## src/verilog/iommu_field_pkg.sv

```systemverilog
// Shared definitions for the IOMMU register block.
// Holds the software access types, bus widths, the register map and the
// reset values. Modules import it inside their bodies.

`default_nettype none

package iommu_field_pkg;

    // Software access types that a register field can take.
    // HW marks a field that only hardware may write.
    typedef enum logic [2:0] {
        SwAccessRW,
        SwAccessRO,
        SwAccessW1S,
        SwAccessW1C,
        SwAccessW0C,
        SwAccessRC,
        SwAccessHW
    } sw_access_e;

    // Bus and register widths.
    localparam int DATA_WIDTH = 32;
    localparam int ADDR_WIDTH = 8;

    // Number of registers in the map, which is also the width of the select.
    localparam int NUM_REGS = 6;

    // Byte offsets of the registers on the bus.
    localparam logic [ADDR_WIDTH-1:0] CTRL_OFFSET     = 8'h00;
    localparam logic [ADDR_WIDTH-1:0] STATUS_OFFSET   = 8'h04;
    localparam logic [ADDR_WIDTH-1:0] FAULT_OFFSET    = 8'h08;
    localparam logic [ADDR_WIDTH-1:0] IRQ_PEND_OFFSET = 8'h0C;
    localparam logic [ADDR_WIDTH-1:0] DOORBELL_OFFSET = 8'h10;
    localparam logic [ADDR_WIDTH-1:0] ERR_CNT_OFFSET  = 8'h14;

    // Bit positions of each register in the one-hot select.
    localparam int CTRL_IDX     = 0;
    localparam int STATUS_IDX   = 1;
    localparam int FAULT_IDX    = 2;
    localparam int IRQ_PEND_IDX = 3;
    localparam int DOORBELL_IDX = 4;
    localparam int ERR_CNT_IDX  = 5;

    // Reset values. Control comes up with its enable bit set.
    localparam logic [DATA_WIDTH-1:0] CTRL_RESET     = 32'h0000_0001;
    localparam logic [DATA_WIDTH-1:0] STATUS_RESET   = 32'h0000_0000;
    localparam logic [DATA_WIDTH-1:0] FAULT_RESET    = 32'h0000_0000;
    localparam logic [DATA_WIDTH-1:0] IRQ_PEND_RESET = 32'h0000_0000;
    localparam logic [DATA_WIDTH-1:0] DOORBELL_RESET = 32'h0000_0000;
    localparam logic [DATA_WIDTH-1:0] ERR_CNT_RESET  = 32'h0000_0000;

endpackage

`default_nettype wire
```

## src/verilog/iommu_reg_top.sv

```systemverilog
// Top level of the IOMMU register block.
// Chains decode, bank and response stages; a request gets its response two
// cycles later. Hardware event ports go straight to the bank.

`timescale 1ns/1ns
`default_nettype none

module iommu_reg_top (
    input  logic                                  clk,
    input  logic                                  reset,
    // Register bus.
    input  logic                                  req,
    input  logic                                  req_write,
    input  logic [iommu_field_pkg::ADDR_WIDTH-1:0] req_addr,
    input  logic [iommu_field_pkg::DATA_WIDTH-1:0] req_wdata,
    output logic                                  resp,
    output logic [iommu_field_pkg::DATA_WIDTH-1:0] resp_rdata,
    output logic                                  resp_error,
    // Hardware events and register views.
    input  logic                                  ctrl_de,
    input  logic [iommu_field_pkg::DATA_WIDTH-1:0] ctrl_d,
    input  logic                                  status_de,
    input  logic [iommu_field_pkg::DATA_WIDTH-1:0] status_d,
    input  logic [iommu_field_pkg::DATA_WIDTH-1:0] fault_set,
    input  logic [iommu_field_pkg::DATA_WIDTH-1:0] irq_clr,
    input  logic [iommu_field_pkg::DATA_WIDTH-1:0] doorbell_set,
    input  logic                                  err_event,
    output logic [iommu_field_pkg::DATA_WIDTH-1:0] ctrl_q,
    output logic [iommu_field_pkg::DATA_WIDTH-1:0] fault_q,
    output logic [iommu_field_pkg::DATA_WIDTH-1:0] irq_pend_q,
    output logic [iommu_field_pkg::DATA_WIDTH-1:0] doorbell_q
);

    import iommu_field_pkg::*;

    // Stage 1 outputs, shared by the bank and the response stage.
    logic                  s1_valid;
    logic                  s1_write;
    logic [NUM_REGS-1:0]   s1_sel;
    logic [DATA_WIDTH-1:0] s1_wdata;
    logic                  s1_error;
    // Registers that are only seen through the bus.
    logic [DATA_WIDTH-1:0] status_q;
    logic [DATA_WIDTH-1:0] err_cnt_q;

    iommu_reg_decode u_decode (
        .clk       (clk),
        .reset     (reset),
        .req       (req),
        .req_write (req_write),
        .req_addr  (req_addr),
        .req_wdata (req_wdata),
        .s1_valid  (s1_valid),
        .s1_write  (s1_write),
        .s1_sel    (s1_sel),
        .s1_wdata  (s1_wdata),
        .s1_error  (s1_error)
    );

    iommu_reg_bank u_bank (
        .clk          (clk),
        .reset        (reset),
        .s1_valid     (s1_valid),
        .s1_write     (s1_write),
        .s1_sel       (s1_sel),
        .s1_wdata     (s1_wdata),
        .ctrl_de      (ctrl_de),
        .ctrl_d       (ctrl_d),
        .status_de    (status_de),
        .status_d     (status_d),
        .fault_set    (fault_set),
        .irq_clr      (irq_clr),
        .doorbell_set (doorbell_set),
        .err_event    (err_event),
        .ctrl_q       (ctrl_q),
        .status_q     (status_q),
        .fault_q      (fault_q),
        .irq_pend_q   (irq_pend_q),
        .doorbell_q   (doorbell_q),
        .err_cnt_q    (err_cnt_q)
    );

    iommu_reg_respond u_respond (
        .clk        (clk),
        .reset      (reset),
        .s1_valid   (s1_valid),
        .s1_write   (s1_write),
        .s1_sel     (s1_sel),
        .s1_error   (s1_error),
        .ctrl_q     (ctrl_q),
        .status_q   (status_q),
        .fault_q    (fault_q),
        .irq_pend_q (irq_pend_q),
        .doorbell_q (doorbell_q),
        .err_cnt_q  (err_cnt_q),
        .resp       (resp),
        .resp_rdata (resp_rdata),
        .resp_error (resp_error)
    );

endmodule

`default_nettype wire

```

## src/verilog/iommu_reg_respond.sv

```systemverilog
// Stage 3 of the register pipeline.
// Registers one bus response per valid stage 1 request, with the selected
// register value for reads and the decode error flag.

`timescale 1ns/1ns
`default_nettype none

module iommu_reg_respond (
    input  logic                                  clk,
    input  logic                                  reset,
    input  logic                                  s1_valid,
    input  logic                                  s1_write,
    input  logic [iommu_field_pkg::NUM_REGS-1:0]   s1_sel,
    input  logic                                  s1_error,
    input  logic [iommu_field_pkg::DATA_WIDTH-1:0] ctrl_q,
    input  logic [iommu_field_pkg::DATA_WIDTH-1:0] status_q,
    input  logic [iommu_field_pkg::DATA_WIDTH-1:0] fault_q,
    input  logic [iommu_field_pkg::DATA_WIDTH-1:0] irq_pend_q,
    input  logic [iommu_field_pkg::DATA_WIDTH-1:0] doorbell_q,
    input  logic [iommu_field_pkg::DATA_WIDTH-1:0] err_cnt_q,
    output logic                                  resp,
    output logic [iommu_field_pkg::DATA_WIDTH-1:0] resp_rdata,
    output logic                                  resp_error
);

    import iommu_field_pkg::*;

    logic [DATA_WIDTH-1:0] rdata_next;

    // AND-OR multiplexer over the one-hot select.
    // An error has an empty select, so it returns zero like a write does.
    always_comb begin
        rdata_next = '0;
        if (s1_valid && !s1_write) begin
            rdata_next = ({DATA_WIDTH{s1_sel[CTRL_IDX]}}     & ctrl_q)
                       | ({DATA_WIDTH{s1_sel[STATUS_IDX]}}   & status_q)
                       | ({DATA_WIDTH{s1_sel[FAULT_IDX]}}    & fault_q)
                       | ({DATA_WIDTH{s1_sel[IRQ_PEND_IDX]}} & irq_pend_q)
                       | ({DATA_WIDTH{s1_sel[DOORBELL_IDX]}} & doorbell_q)
                       | ({DATA_WIDTH{s1_sel[ERR_CNT_IDX]}}  & err_cnt_q);
        end
    end

    // Sampling at the same edge the bank writes means a read returns the
    // value from before that edge, which for RC is the value before the clear.
    always_ff @(posedge clk) begin
        if (reset) begin
            resp       <= 1'b0;
            resp_error <= 1'b0;
        end else begin
            resp       <= s1_valid;
            resp_error <= s1_valid && s1_error;
        end
    end

    always_ff @(posedge clk) begin
        resp_rdata <= rdata_next;
    end

endmodule

`default_nettype wire

```

## src/verilog/iommu_reg_bank.sv

```systemverilog
// Stage 2 of the register pipeline.
// Holds the six register fields of the map and forms their software strobes
// from the stage 1 request and their hardware updates from the event ports.

`timescale 1ns/1ns
`default_nettype none

module iommu_reg_bank (
    input  logic                                  clk,
    input  logic                                  reset,
    input  logic                                  s1_valid,
    input  logic                                  s1_write,
    input  logic [iommu_field_pkg::NUM_REGS-1:0]   s1_sel,
    input  logic [iommu_field_pkg::DATA_WIDTH-1:0] s1_wdata,
    input  logic                                  ctrl_de,
    input  logic [iommu_field_pkg::DATA_WIDTH-1:0] ctrl_d,
    input  logic                                  status_de,
    input  logic [iommu_field_pkg::DATA_WIDTH-1:0] status_d,
    input  logic [iommu_field_pkg::DATA_WIDTH-1:0] fault_set,
    input  logic [iommu_field_pkg::DATA_WIDTH-1:0] irq_clr,
    input  logic [iommu_field_pkg::DATA_WIDTH-1:0] doorbell_set,
    input  logic                                  err_event,
    output logic [iommu_field_pkg::DATA_WIDTH-1:0] ctrl_q,
    output logic [iommu_field_pkg::DATA_WIDTH-1:0] status_q,
    output logic [iommu_field_pkg::DATA_WIDTH-1:0] fault_q,
    output logic [iommu_field_pkg::DATA_WIDTH-1:0] irq_pend_q,
    output logic [iommu_field_pkg::DATA_WIDTH-1:0] doorbell_q,
    output logic [iommu_field_pkg::DATA_WIDTH-1:0] err_cnt_q
);

    import iommu_field_pkg::*;

    logic                  sw_wr;
    logic                  sw_rd;
    logic [NUM_REGS-1:0]   we;
    logic [DATA_WIDTH-1:0] fault_d;
    logic [DATA_WIDTH-1:0] irq_pend_d;
    logic [DATA_WIDTH-1:0] doorbell_d;
    logic [DATA_WIDTH-1:0] err_cnt_d;

    // A register sees a software write when it is selected by a valid write.
    // The error count is read-to-clear, so its strobe comes from reads.
    assign sw_wr = s1_valid && s1_write;
    assign sw_rd = s1_valid && !s1_write;

    assign we[CTRL_IDX]     = sw_wr && s1_sel[CTRL_IDX];
    assign we[STATUS_IDX]   = sw_wr && s1_sel[STATUS_IDX];
    assign we[FAULT_IDX]    = sw_wr && s1_sel[FAULT_IDX];
    assign we[IRQ_PEND_IDX] = sw_wr && s1_sel[IRQ_PEND_IDX];
    assign we[DOORBELL_IDX] = sw_wr && s1_sel[DOORBELL_IDX];
    assign we[ERR_CNT_IDX]  = sw_rd && s1_sel[ERR_CNT_IDX];

    // Hardware updates are built on the current value.
    // The arbiter then applies the software mask on top of them.
    assign fault_d    = fault_q | fault_set;
    assign irq_pend_d = irq_pend_q & ~irq_clr;
    assign doorbell_d = doorbell_q | doorbell_set;
    // The counter sticks at all ones instead of wrapping to zero.
    assign err_cnt_d  = (err_cnt_q == '1) ? err_cnt_q : err_cnt_q + 1'b1;

    iommu_field_reg #(
        .DW (DATA_WIDTH), .SwAccess (SwAccessRW), .ResetVal (CTRL_RESET)
    ) u_ctrl (
        .clk (clk), .reset (reset), .we (we[CTRL_IDX]), .wd (s1_wdata),
        .de (ctrl_de), .d (ctrl_d), .q (ctrl_q)
    );

    // Status software writes are passed in and dropped by the RO arbiter.
    iommu_field_reg #(
        .DW (DATA_WIDTH), .SwAccess (SwAccessRO), .ResetVal (STATUS_RESET)
    ) u_status (
        .clk (clk), .reset (reset), .we (we[STATUS_IDX]), .wd (s1_wdata),
        .de (status_de), .d (status_d), .q (status_q)
    );

    iommu_field_reg #(
        .DW (DATA_WIDTH), .SwAccess (SwAccessW1C), .ResetVal (FAULT_RESET)
    ) u_fault (
        .clk (clk), .reset (reset), .we (we[FAULT_IDX]), .wd (s1_wdata),
        .de (|fault_set), .d (fault_d), .q (fault_q)
    );

    iommu_field_reg #(
        .DW (DATA_WIDTH), .SwAccess (SwAccessW1S), .ResetVal (IRQ_PEND_RESET)
    ) u_irq_pend (
        .clk (clk), .reset (reset), .we (we[IRQ_PEND_IDX]), .wd (s1_wdata),
        .de (|irq_clr), .d (irq_pend_d), .q (irq_pend_q)
    );

    iommu_field_reg #(
        .DW (DATA_WIDTH), .SwAccess (SwAccessW0C), .ResetVal (DOORBELL_RESET)
    ) u_doorbell (
        .clk (clk), .reset (reset), .we (we[DOORBELL_IDX]), .wd (s1_wdata),
        .de (|doorbell_set), .d (doorbell_d), .q (doorbell_q)
    );

    // Read-to-clear counter, an increment in the clearing cycle is lost.
    iommu_field_reg #(
        .DW (DATA_WIDTH), .SwAccess (SwAccessRC), .ResetVal (ERR_CNT_RESET)
    ) u_err_cnt (
        .clk (clk), .reset (reset), .we (we[ERR_CNT_IDX]), .wd (s1_wdata),
        .de (err_event), .d (err_cnt_d), .q (err_cnt_q)
    );

endmodule

`default_nettype wire

```

## src/verilog/iommu_reg_decode.sv

```systemverilog
// Stage 1 of the register pipeline.
// Registers each bus request and turns its address into a one-hot register
// select, or an error flag for an address outside the map.

`timescale 1ns/1ns
`default_nettype none

module iommu_reg_decode (
    input  logic                                  clk,
    input  logic                                  reset,
    input  logic                                  req,
    input  logic                                  req_write,
    input  logic [iommu_field_pkg::ADDR_WIDTH-1:0] req_addr,
    input  logic [iommu_field_pkg::DATA_WIDTH-1:0] req_wdata,
    output logic                                  s1_valid,
    output logic                                  s1_write,
    output logic [iommu_field_pkg::NUM_REGS-1:0]   s1_sel,
    output logic [iommu_field_pkg::DATA_WIDTH-1:0] s1_wdata,
    output logic                                  s1_error
);

    import iommu_field_pkg::*;

    logic [NUM_REGS-1:0] sel_next;
    logic                error_next;

    // The full byte address is compared, so a misaligned address matches no
    // offset and falls into the error case along with unmapped ones.
    always_comb begin
        sel_next = '0;
        case (req_addr)
            CTRL_OFFSET:     sel_next[CTRL_IDX]     = 1'b1;
            STATUS_OFFSET:   sel_next[STATUS_IDX]   = 1'b1;
            FAULT_OFFSET:    sel_next[FAULT_IDX]    = 1'b1;
            IRQ_PEND_OFFSET: sel_next[IRQ_PEND_IDX] = 1'b1;
            DOORBELL_OFFSET: sel_next[DOORBELL_IDX] = 1'b1;
            ERR_CNT_OFFSET:  sel_next[ERR_CNT_IDX]  = 1'b1;
            default:         sel_next = '0;
        endcase
        // An error is only flagged for a real request.
        error_next = req && (sel_next == '0);
    end

    // Control fields of the stage. The select is cleared when there is no
    // request, so the bank never sees a stale register choice.
    always_ff @(posedge clk) begin
        if (reset) begin
            s1_valid <= 1'b0;
            s1_write <= 1'b0;
            s1_sel   <= '0;
            s1_error <= 1'b0;
        end else begin
            s1_valid <= req;
            s1_write <= req && req_write;
            s1_sel   <= req ? sel_next : '0;
            s1_error <= error_next;
        end
    end

    // Write data is payload and only matters alongside s1_write.
    always_ff @(posedge clk) begin
        s1_wdata <= req_wdata;
    end

endmodule

`default_nettype wire

```

## src/verilog/iommu_field_reg.sv

```systemverilog
// One software-visible register field.
// A word of flip-flops with a reset value, written through its own arbiter.
// The bank instantiates one per register with its access type.

`timescale 1ns/1ns
`default_nettype none

module iommu_field_reg #(
    parameter int                          DW       = 32,
    parameter iommu_field_pkg::sw_access_e SwAccess = iommu_field_pkg::SwAccessRW,
    parameter logic [DW-1:0]               ResetVal = '0
) (
    input  logic          clk,
    input  logic          reset,
    input  logic          we,
    input  logic [DW-1:0] wd,
    input  logic          de,
    input  logic [DW-1:0] d,
    output logic [DW-1:0] q
);

    logic          wr_en;
    logic [DW-1:0] wr_data;

    // The arbiter sees the stored value so it can do bitwise set and clear.
    iommu_field_arb #(
        .DW       (DW),
        .SwAccess (SwAccess)
    ) u_arb (
        .we      (we),
        .wd      (wd),
        .de      (de),
        .d       (d),
        .q       (q),
        .wr_en   (wr_en),
        .wr_data (wr_data)
    );

    // The word keeps its value unless the arbiter asks for a write.
    always_ff @(posedge clk) begin
        if (reset) begin
            q <= ResetVal;
        end else if (wr_en) begin
            q <= wr_data;
        end
    end

endmodule

`default_nettype wire

```

## src/verilog/iommu_field_arb.sv

```systemverilog
// Write arbiter for one register field.
// Merges a software access and a hardware update into a single write enable
// and write data word, according to the field's software access type.
// Purely combinational; the field register instantiates it.

`timescale 1ns/1ns
`default_nettype none

module iommu_field_arb #(
    parameter int                         DW       = 32,
    parameter iommu_field_pkg::sw_access_e SwAccess = iommu_field_pkg::SwAccessRW
) (
    // Software side. For RC the bank drives we with the read strobe.
    input  logic          we,
    input  logic [DW-1:0] wd,

    // Hardware side, an update strobe and its value.
    input  logic          de,
    input  logic [DW-1:0] d,

    // Current register value, needed for the bitwise set and clear types.
    input  logic [DW-1:0] q,

    // Resolved write to the register.
    output logic          wr_en,
    output logic [DW-1:0] wr_data
);

    import iommu_field_pkg::*;

    if (SwAccess == SwAccessRW) begin : gen_rw
        // Both sides may write the whole word.
        // Software takes priority when both write in the same cycle.
        assign wr_en   = we | de;
        assign wr_data = we ? wd : d;
    end else if (SwAccess == SwAccessRO) begin : gen_ro
        // Software cannot change the field, so only hardware writes it.
        assign wr_en   = de;
        assign wr_data = d;
    end else if (SwAccess == SwAccessW1S) begin : gen_w1s
        // Hardware is expected to clear bits here.
        // Bits written as 1 are set on top of the hardware value, so software
        // wins where both touch the same bit.
        assign wr_en   = we | de;
        assign wr_data = (de ? d : q) | (we ? wd : '0);
    end else if (SwAccess == SwAccessW1C) begin : gen_w1c
        // Hardware is expected to set bits here.
        // Bits written as 1 are cleared after the hardware value is applied,
        // so a clear from software wins over a set in the same cycle.
        assign wr_en   = we | de;
        assign wr_data = (de ? d : q) & (we ? ~wd : '1);
    end else if (SwAccess == SwAccessW0C) begin : gen_w0c
        // Same as W1C but with the mask inverted.
        // Only the bits written as 0 are cleared.
        assign wr_en   = we | de;
        assign wr_data = (de ? d : q) & (we ? wd : '1);
    end else if (SwAccess == SwAccessRC) begin : gen_rc
        // Here we is the read strobe, and a read clears the whole word.
        // A hardware update in the same cycle as the read is dropped.
        assign wr_en   = we | de;
        assign wr_data = we ? '0 : d;
    end else begin : gen_hw
        // Hardware-only field, software has no way in.
        assign wr_en   = de;
        assign wr_data = d;
    end

endmodule

`default_nettype wire

```

## config.mk

```make
export PLATFORM = sky130hd
export DESIGN_NAME = iommu_reg_top
export DESIGN_NICKNAME = d
export VERILOG_FILES = /design/src/verilog/iommu_field_pkg.sv /design/src/verilog/iommu_reg_top.sv /design/src/verilog/iommu_reg_respond.sv /design/src/verilog/iommu_reg_bank.sv /design/src/verilog/iommu_reg_decode.sv /design/src/verilog/iommu_field_reg.sv /design/src/verilog/iommu_field_arb.sv
export SDC_FILE = /design/constraint.sdc
export NUM_CORES = 1
export LEC_CHECK = 0
export ABC_AREA = 1
export BUFFER_PORTS_ARGS = -buffer_cell sky130_fd_sc_hd__buf_2
export CAP_MARGIN = 40
export CORE_MARGIN = 1.5
export CORE_UTILIZATION = 45
export CTS_BUF_LIST = sky130_fd_sc_hd__clkbuf_4
export CTS_CLUSTER_DIAMETER = 200
export DETAILED_ROUTE_END_ITERATION = 10
export GPL_TIMING_DRIVEN = 0
export PLACE_DENSITY = 0.68
export SYNTH_ARGS = -nofsm -noshare
export SYNTH_HDL_FRONTEND = slang
export SYNTH_HIERARCHICAL = 1
export SYNTH_SLANG_ARGS = --single-unit
export TNS_END_PERCENT = 100
```

## constraint.sdc

```tcl
create_clock -name clk -period 2.44 [get_ports clk]
set_input_delay 0.122 -clock clk [delete_from_list [all_inputs] [get_ports clk]]
set_output_delay 0.122 -clock clk [all_outputs]
set_load 0.01 [all_outputs]
```

# Word level (Yosys, flattened, before mapping)
# Cells that the tools add are included.
# totals
ff_bits,267
input_bits,207
# classes
addsub,1
n_eq_ne,7
mux,15
bitwise,25
n_reduce_logical,18
# op_table
op,n
32-bit bitwise AND,9
32-bit two-way mux,9
32-bit OR,8
32-bit OR reduction,3
32-bit inverter,2
"32-bit by 1-bit adder with 32-bit output, second input constant",1
"32-bit == test, second input constant",1
"8-bit by 4-bit == test with 1-bit output, second input constant",2
"8-bit by 5-bit == test with 1-bit output, second input constant",2
1-bit logical AND,10
"8-bit by 3-bit == test with 1-bit output, second input constant",1
8-bit logical NOT,1
6-bit logical NOT,1
1-bit two-way mux,6
1-bit OR,5
"2-bit inequality test, second input constant",1
2-bit AND reduction,1
2-bit OR reduction,1
1-bit logical NOT,1
1-bit inverter,1

# Logic depth before layout (Yosys ltp)
# logic_depth
word_depth,6
ltp_mapped,15
mapped_depth_nobuf,14

# Modules after synthesis
# Netlist, hierarchy kept.
# by_module_without_submodules
module,n_inst,cells_per_inst,area_per_inst_um2,seq_area_each_um2
iommu_field_reg at u_bank.u_doorbell ...,5,203,1338.8,640.6
iommu_reg_respond,1,445,2431.1,680.7
iommu_reg_bank,1,463,2120.8,0.0
iommu_field_reg at u_bank.u_ctrl,1,202,1336.3,640.6
iommu_reg_decode,1,79,1018.5,820.8
iommu_field_arb at u_bank.u_doorbell.u_arb,1,237,978.4,0.0
iommu_field_arb at u_bank.u_irq_pend.u_arb,1,141,868.3,0.0
iommu_field_arb at u_bank.u_fault.u_arb,1,142,593.1,0.0
iommu_field_arb at u_bank.u_ctrl.u_arb,1,105,440.4,0.0
iommu_field_arb at u_bank.u_err_cnt.u_arb,1,71,301.5,0.0
iommu_field_arb at u_bank.u_status.u_arb,1,33,247.7,0.0

# Worst setup path before layout
# No wires, ideal clock.
# synth_path
path_kind,reg-to-reg
from,reg u_bank.u_err_cnt.q[0]
to,reg u_bank.u_err_cnt.q[28]
setup_ns,0.064
arrival_ns,1.739
setup_slack_ns,0.637
stages_incl_launch_ff,15
path_buffers,1
period_less_slack_ns,1.803
path_cell_list,dfxtp_1 > ha_1 > inv_2 > nor2_4 > nand2_4 > nor2_4 > nand2_4 > buf_6 > nand3_1 > inv_1 > nor2_1 > inv_1 > nand2_1 > nand2_1 > nor2_1
# synth_between
elab_chain_len,3
elab_cells_between_ends,6
classes_between,1 x add/sub; 2 x eq/ne; 2 x mux; 1 x reduce/logical
# synth_lines
item,line,source
from (decl),iommu_field_reg.sv:19,output logic [DW-1:0] q
from (signal assigned),iommu_field_reg.sv:42,q <= ResetVal;
from (signal assigned),iommu_field_reg.sv:44,q <= wr_data;
32-bit by 1-bit adder with 32-bit output,iommu_reg_bank.sv:59,assign err_cnt_d = (err_cnt_q == '1) ? err_cnt_q : err_cnt_q + 1'b1;
32-bit two-way mux,iommu_reg_bank.sv:59,
named net u_bank.err_cnt_d[28],iommu_reg_bank.sv:39,logic [DATA_WIDTH-1:0] err_cnt_d;
32-bit two-way mux,iommu_field_arb.sv:61,assign wr_data = we ? '0 : d;
named net u_bank.u_err_cnt.wr_data[28],iommu_field_reg.sv:23,logic [DW-1:0] wr_data;
# The timed path passes the listed nets, and every way through them passes these cells. The select of a mux whose other input is x is not followed.
# A chain may end at the register's enable or synchronous reset.

# Final worst setup path
# layout_path
from,in req_addr[5] (netlist name)
to,reg u_decode.s1_error
# layout_between
elab_chain_len,4
elab_cells_between_ends,14
classes_between,5 x eq/ne; 6 x mux; 3 x reduce/logical
# layout_lines
item,line,source
from (decl),iommu_reg_top.sv:14,"input logic [iommu_field_pkg::ADDR_WIDTH-1:0] req_addr,"
"8-bit by 3-bit == test with 1-bit output, or another cell as far along",iommu_reg_decode.sv:31,case (req_addr)
1-bit two-way mux,iommu_reg_decode.sv:31,
6-bit logical NOT (*),iommu_reg_decode.sv:41,error_next = req && (sel_next == '0);
1-bit logical AND (*),iommu_reg_decode.sv:41,
to (signal assigned),iommu_reg_decode.sv:56,s1_error <= error_next;
to (decl),iommu_reg_decode.sv:19,output logic s1_error
# Every way passes the cells marked *; elsewhere a longest branch is shown, timed or not.

==> qor.csv <==
metric,value,unit
worst slew pin tran,0.589,ns
post-route setup slack,0.116,ns
vias per cell,4.93,
Pint,7710,uW
Rel. slew slack,60.7,%
row count,71,
total grt overflow,0,
vias in the first global route,19800,
Critical Path Source,req_addr[5],
Max IR drop VDD,345,uV
FMAX,430,MHz
Initial Utilization,45.4,%
hold crit path type,in -> reg,
Reg power frac,44.9,%
Crit Path Class,in -> reg,
Worst EP arrival,2.97,ns
most frequent cells in the layout,"nand2_1 (1087), nor2_1 (699), inv_1 (397)",
Setup-failing EPs final,0,
Max H-tree Level,3,
"most common cell after layout, fill and taps aside",nand2_1,
die area,39000,sq um
Clk pwr share,38.9,%
"Reg clk slew, reported paths",0.07,ns
CTS tree,done,
DPL Wire Length,52.6,mm
Register-to-Register Path Depth,10,
worst reg-to-reg setup slack,0.16,ns
average size of a mapped cell,5.81,sq um
met2 wire length,33.9,mm
worst reg2reg path endpoint,u_bank/u_ctrl/q[4],
CORE AREA,37500,sq um
Cells after Synth,2931,
metal3 WL,7.55,mm
switching share of power,29.6,%
Synth Warn #,6,
post-DR wirelength/cell,17.7,um
"Hold Violations, Final",0,
power share of the combinational group,16.1,%
routability cong.,1.01,
setup repair bufs after CTS,0,
clock buffer depth,3,
wl on met1,28.8,mm
chip width,197,um
Initial DRC Count,1896,
static leakage,0.0130,uW
initial antenna violation count,6,
largest net degree at the start of global routing,12,
via count,20900,
Clock Latency Late Sink,0.78,ns
DRC,0,
filler instances,3502,
Multi-input gate area,8790,sq um
cell area power density,464,nW/um^2
first-pass GRT wire length,111,mm
Port Buffers,335,
Place WS,0.250,ns
Pre-antenna DRT Iters,9,
Syn Nets,3139,
Critical Path Sink Type,flip-flop,
FF-to-FF Start,u_decode/s1_valid,
Worst EP required,3.08,ns
Setup Skew,0.0658,ns
Layout area overhead,38.8,%
Setup Total Neg Slack,0,ns
Final period util,95.3,%
GRT Total Usage,37.8,%
Die Ht,197,um
Netlist Area Pre-Place,17000,sq um
Max Fanout on Critical Path,2,
fin crit period,2.32,ns
Max Used Layer,met5,
startpoint types,input pin,
unrepaired setup endpoints after global routing,false,
num ports,369,
status,"complete, no violations",
ANT nets after route,0,
CP Capture Point,u_decode/s1_error,
share of layout cells above drive strength 1,21.9,%
Psw,3250,uW
CTS Buf Count,79,
FF+latch area,5350,sq um
final wirelength,75.1,mm
Sink Count,267,
max-cap violations,0,
Layout Nets,3888,
Slew Limit Fails,0,
clk root buf,clkbuf_4,
-- stage by stage --
| stage | instance area (sq um) | util, % | total power [uW] | hold slack, ns | cells |
|---|---|---|---|---|---|
| 3_5_place_dp | 19300 | 51.6 | 6270 | 0.226 | 3777 |
| 3_3_place_gp | 19300 | 51.6 | 6250 | 0.225 | 3777 |
| 5_1_grt | 23600 | 63.0 | 11400 | 0.0299 | 4240 |
| 4_1_cts | 23600 | 63.0 | 10900 | 0.00315 | 4236 |
| 2_1_floorplan | 17000 | - | 5650 | 0.150 | 2931 |
| 6_report | 23600 | 63.0 | 11000 | 0.0646 | 4243 |
-- critical path, stage by stage --
cell and delay [ns]:
dlygate4sd3_1 0.54, buf_2 0.14, inv_1 0.06, nand2_1 0.07
dlygate4sd3_1 0.58, nor2_1 0.10, dlygate4sd3_1 0.60, nand2_1 0.07
dlygate4sd3_1 0.57, nand2_1 0.08, nor2_2 0.04
-- state kept, by name, summed over array words and instances (netlist names) --
name / cells
u_decode/s1_wdata: 32
u_bank/u_fault/q: 32
u_respond/resp: 1
u_bank/u_err_cnt/q: 32
u_bank/u_status/q: 32
u_decode/s1_valid: 1
u_bank/u_irq_pend/q: 32
u_respond/resp_rdata: 32
u_decode/s1_sel: 6
u_decode/s1_error: 1
u_respond/resp_error: 1
u_decode/s1_write: 1
u_bank/u_ctrl/q: 32
u_bank/u_doorbell/q: 32
-- how the worst min path moves through the flow --
stage / startpoint / to / slack (ns) / depth (start not counted)
2_1_floorplan: req_wdata[0] / u_decode/s1_wdata[0] / 0.15 / 0
3_3_place_gp: req_wdata[6] / u_decode/s1_wdata[6] / 0.22 / 1
3_5_place_dp: req_wdata[9] / u_decode/s1_wdata[9] / 0.23 / 1
4_1_cts: doorbell_set[19] / u_bank/u_doorbell/q[19] / 0.003 / 10
5_1_grt: req_wdata[20] / u_decode/s1_wdata[20] / 0.03 / 2
6_report: req_wdata[20] / u_decode/s1_wdata[20] / 0.06 / 2
-- layout make-up --
type,count,area share [%]
timing repair buffer,668,21.2
inverter,407,6.51
clock inverter,19,0.577
tap,511,2.71
clock buffer,107,3.40
antenna,7,0.0741
multi-input combinational,2097,37.2
sequential,267,22.6
buffer,160,5.70
-- what timing repair did --
action                                  in CTS  in global routing
gates resized for setup                      0                  2
hold buffers                               333                  0
endpoints found under the setup margin       0                 22
hold endpoints to repair                   220                  0
-- metal layers --
| metal | vias to the layer above | global-route usage, % |
|---|---|---|
| li1 | 10000 | - |
| met1 | 9376 | 44.8 |
| met2 | 1189 | 61.3 |
| met3 | 326 | 9.73 |
| met4 | 2 | 22.8 |
| met5 | - | 0 |
-- power groups by stage --
stage          Combinational [uW]  Clock (uW)  Sequential, uW
6_report                     1770        4270            4930
5_1_grt                      1930        4570            4940
4_1_cts                      1680        4310            4920
3_5_place_dp                 1260           0            5010
3_3_place_gp                 1240           0            5010
2_1_floorplan                 748           0            4900
(Power assumes the default switching activity.)
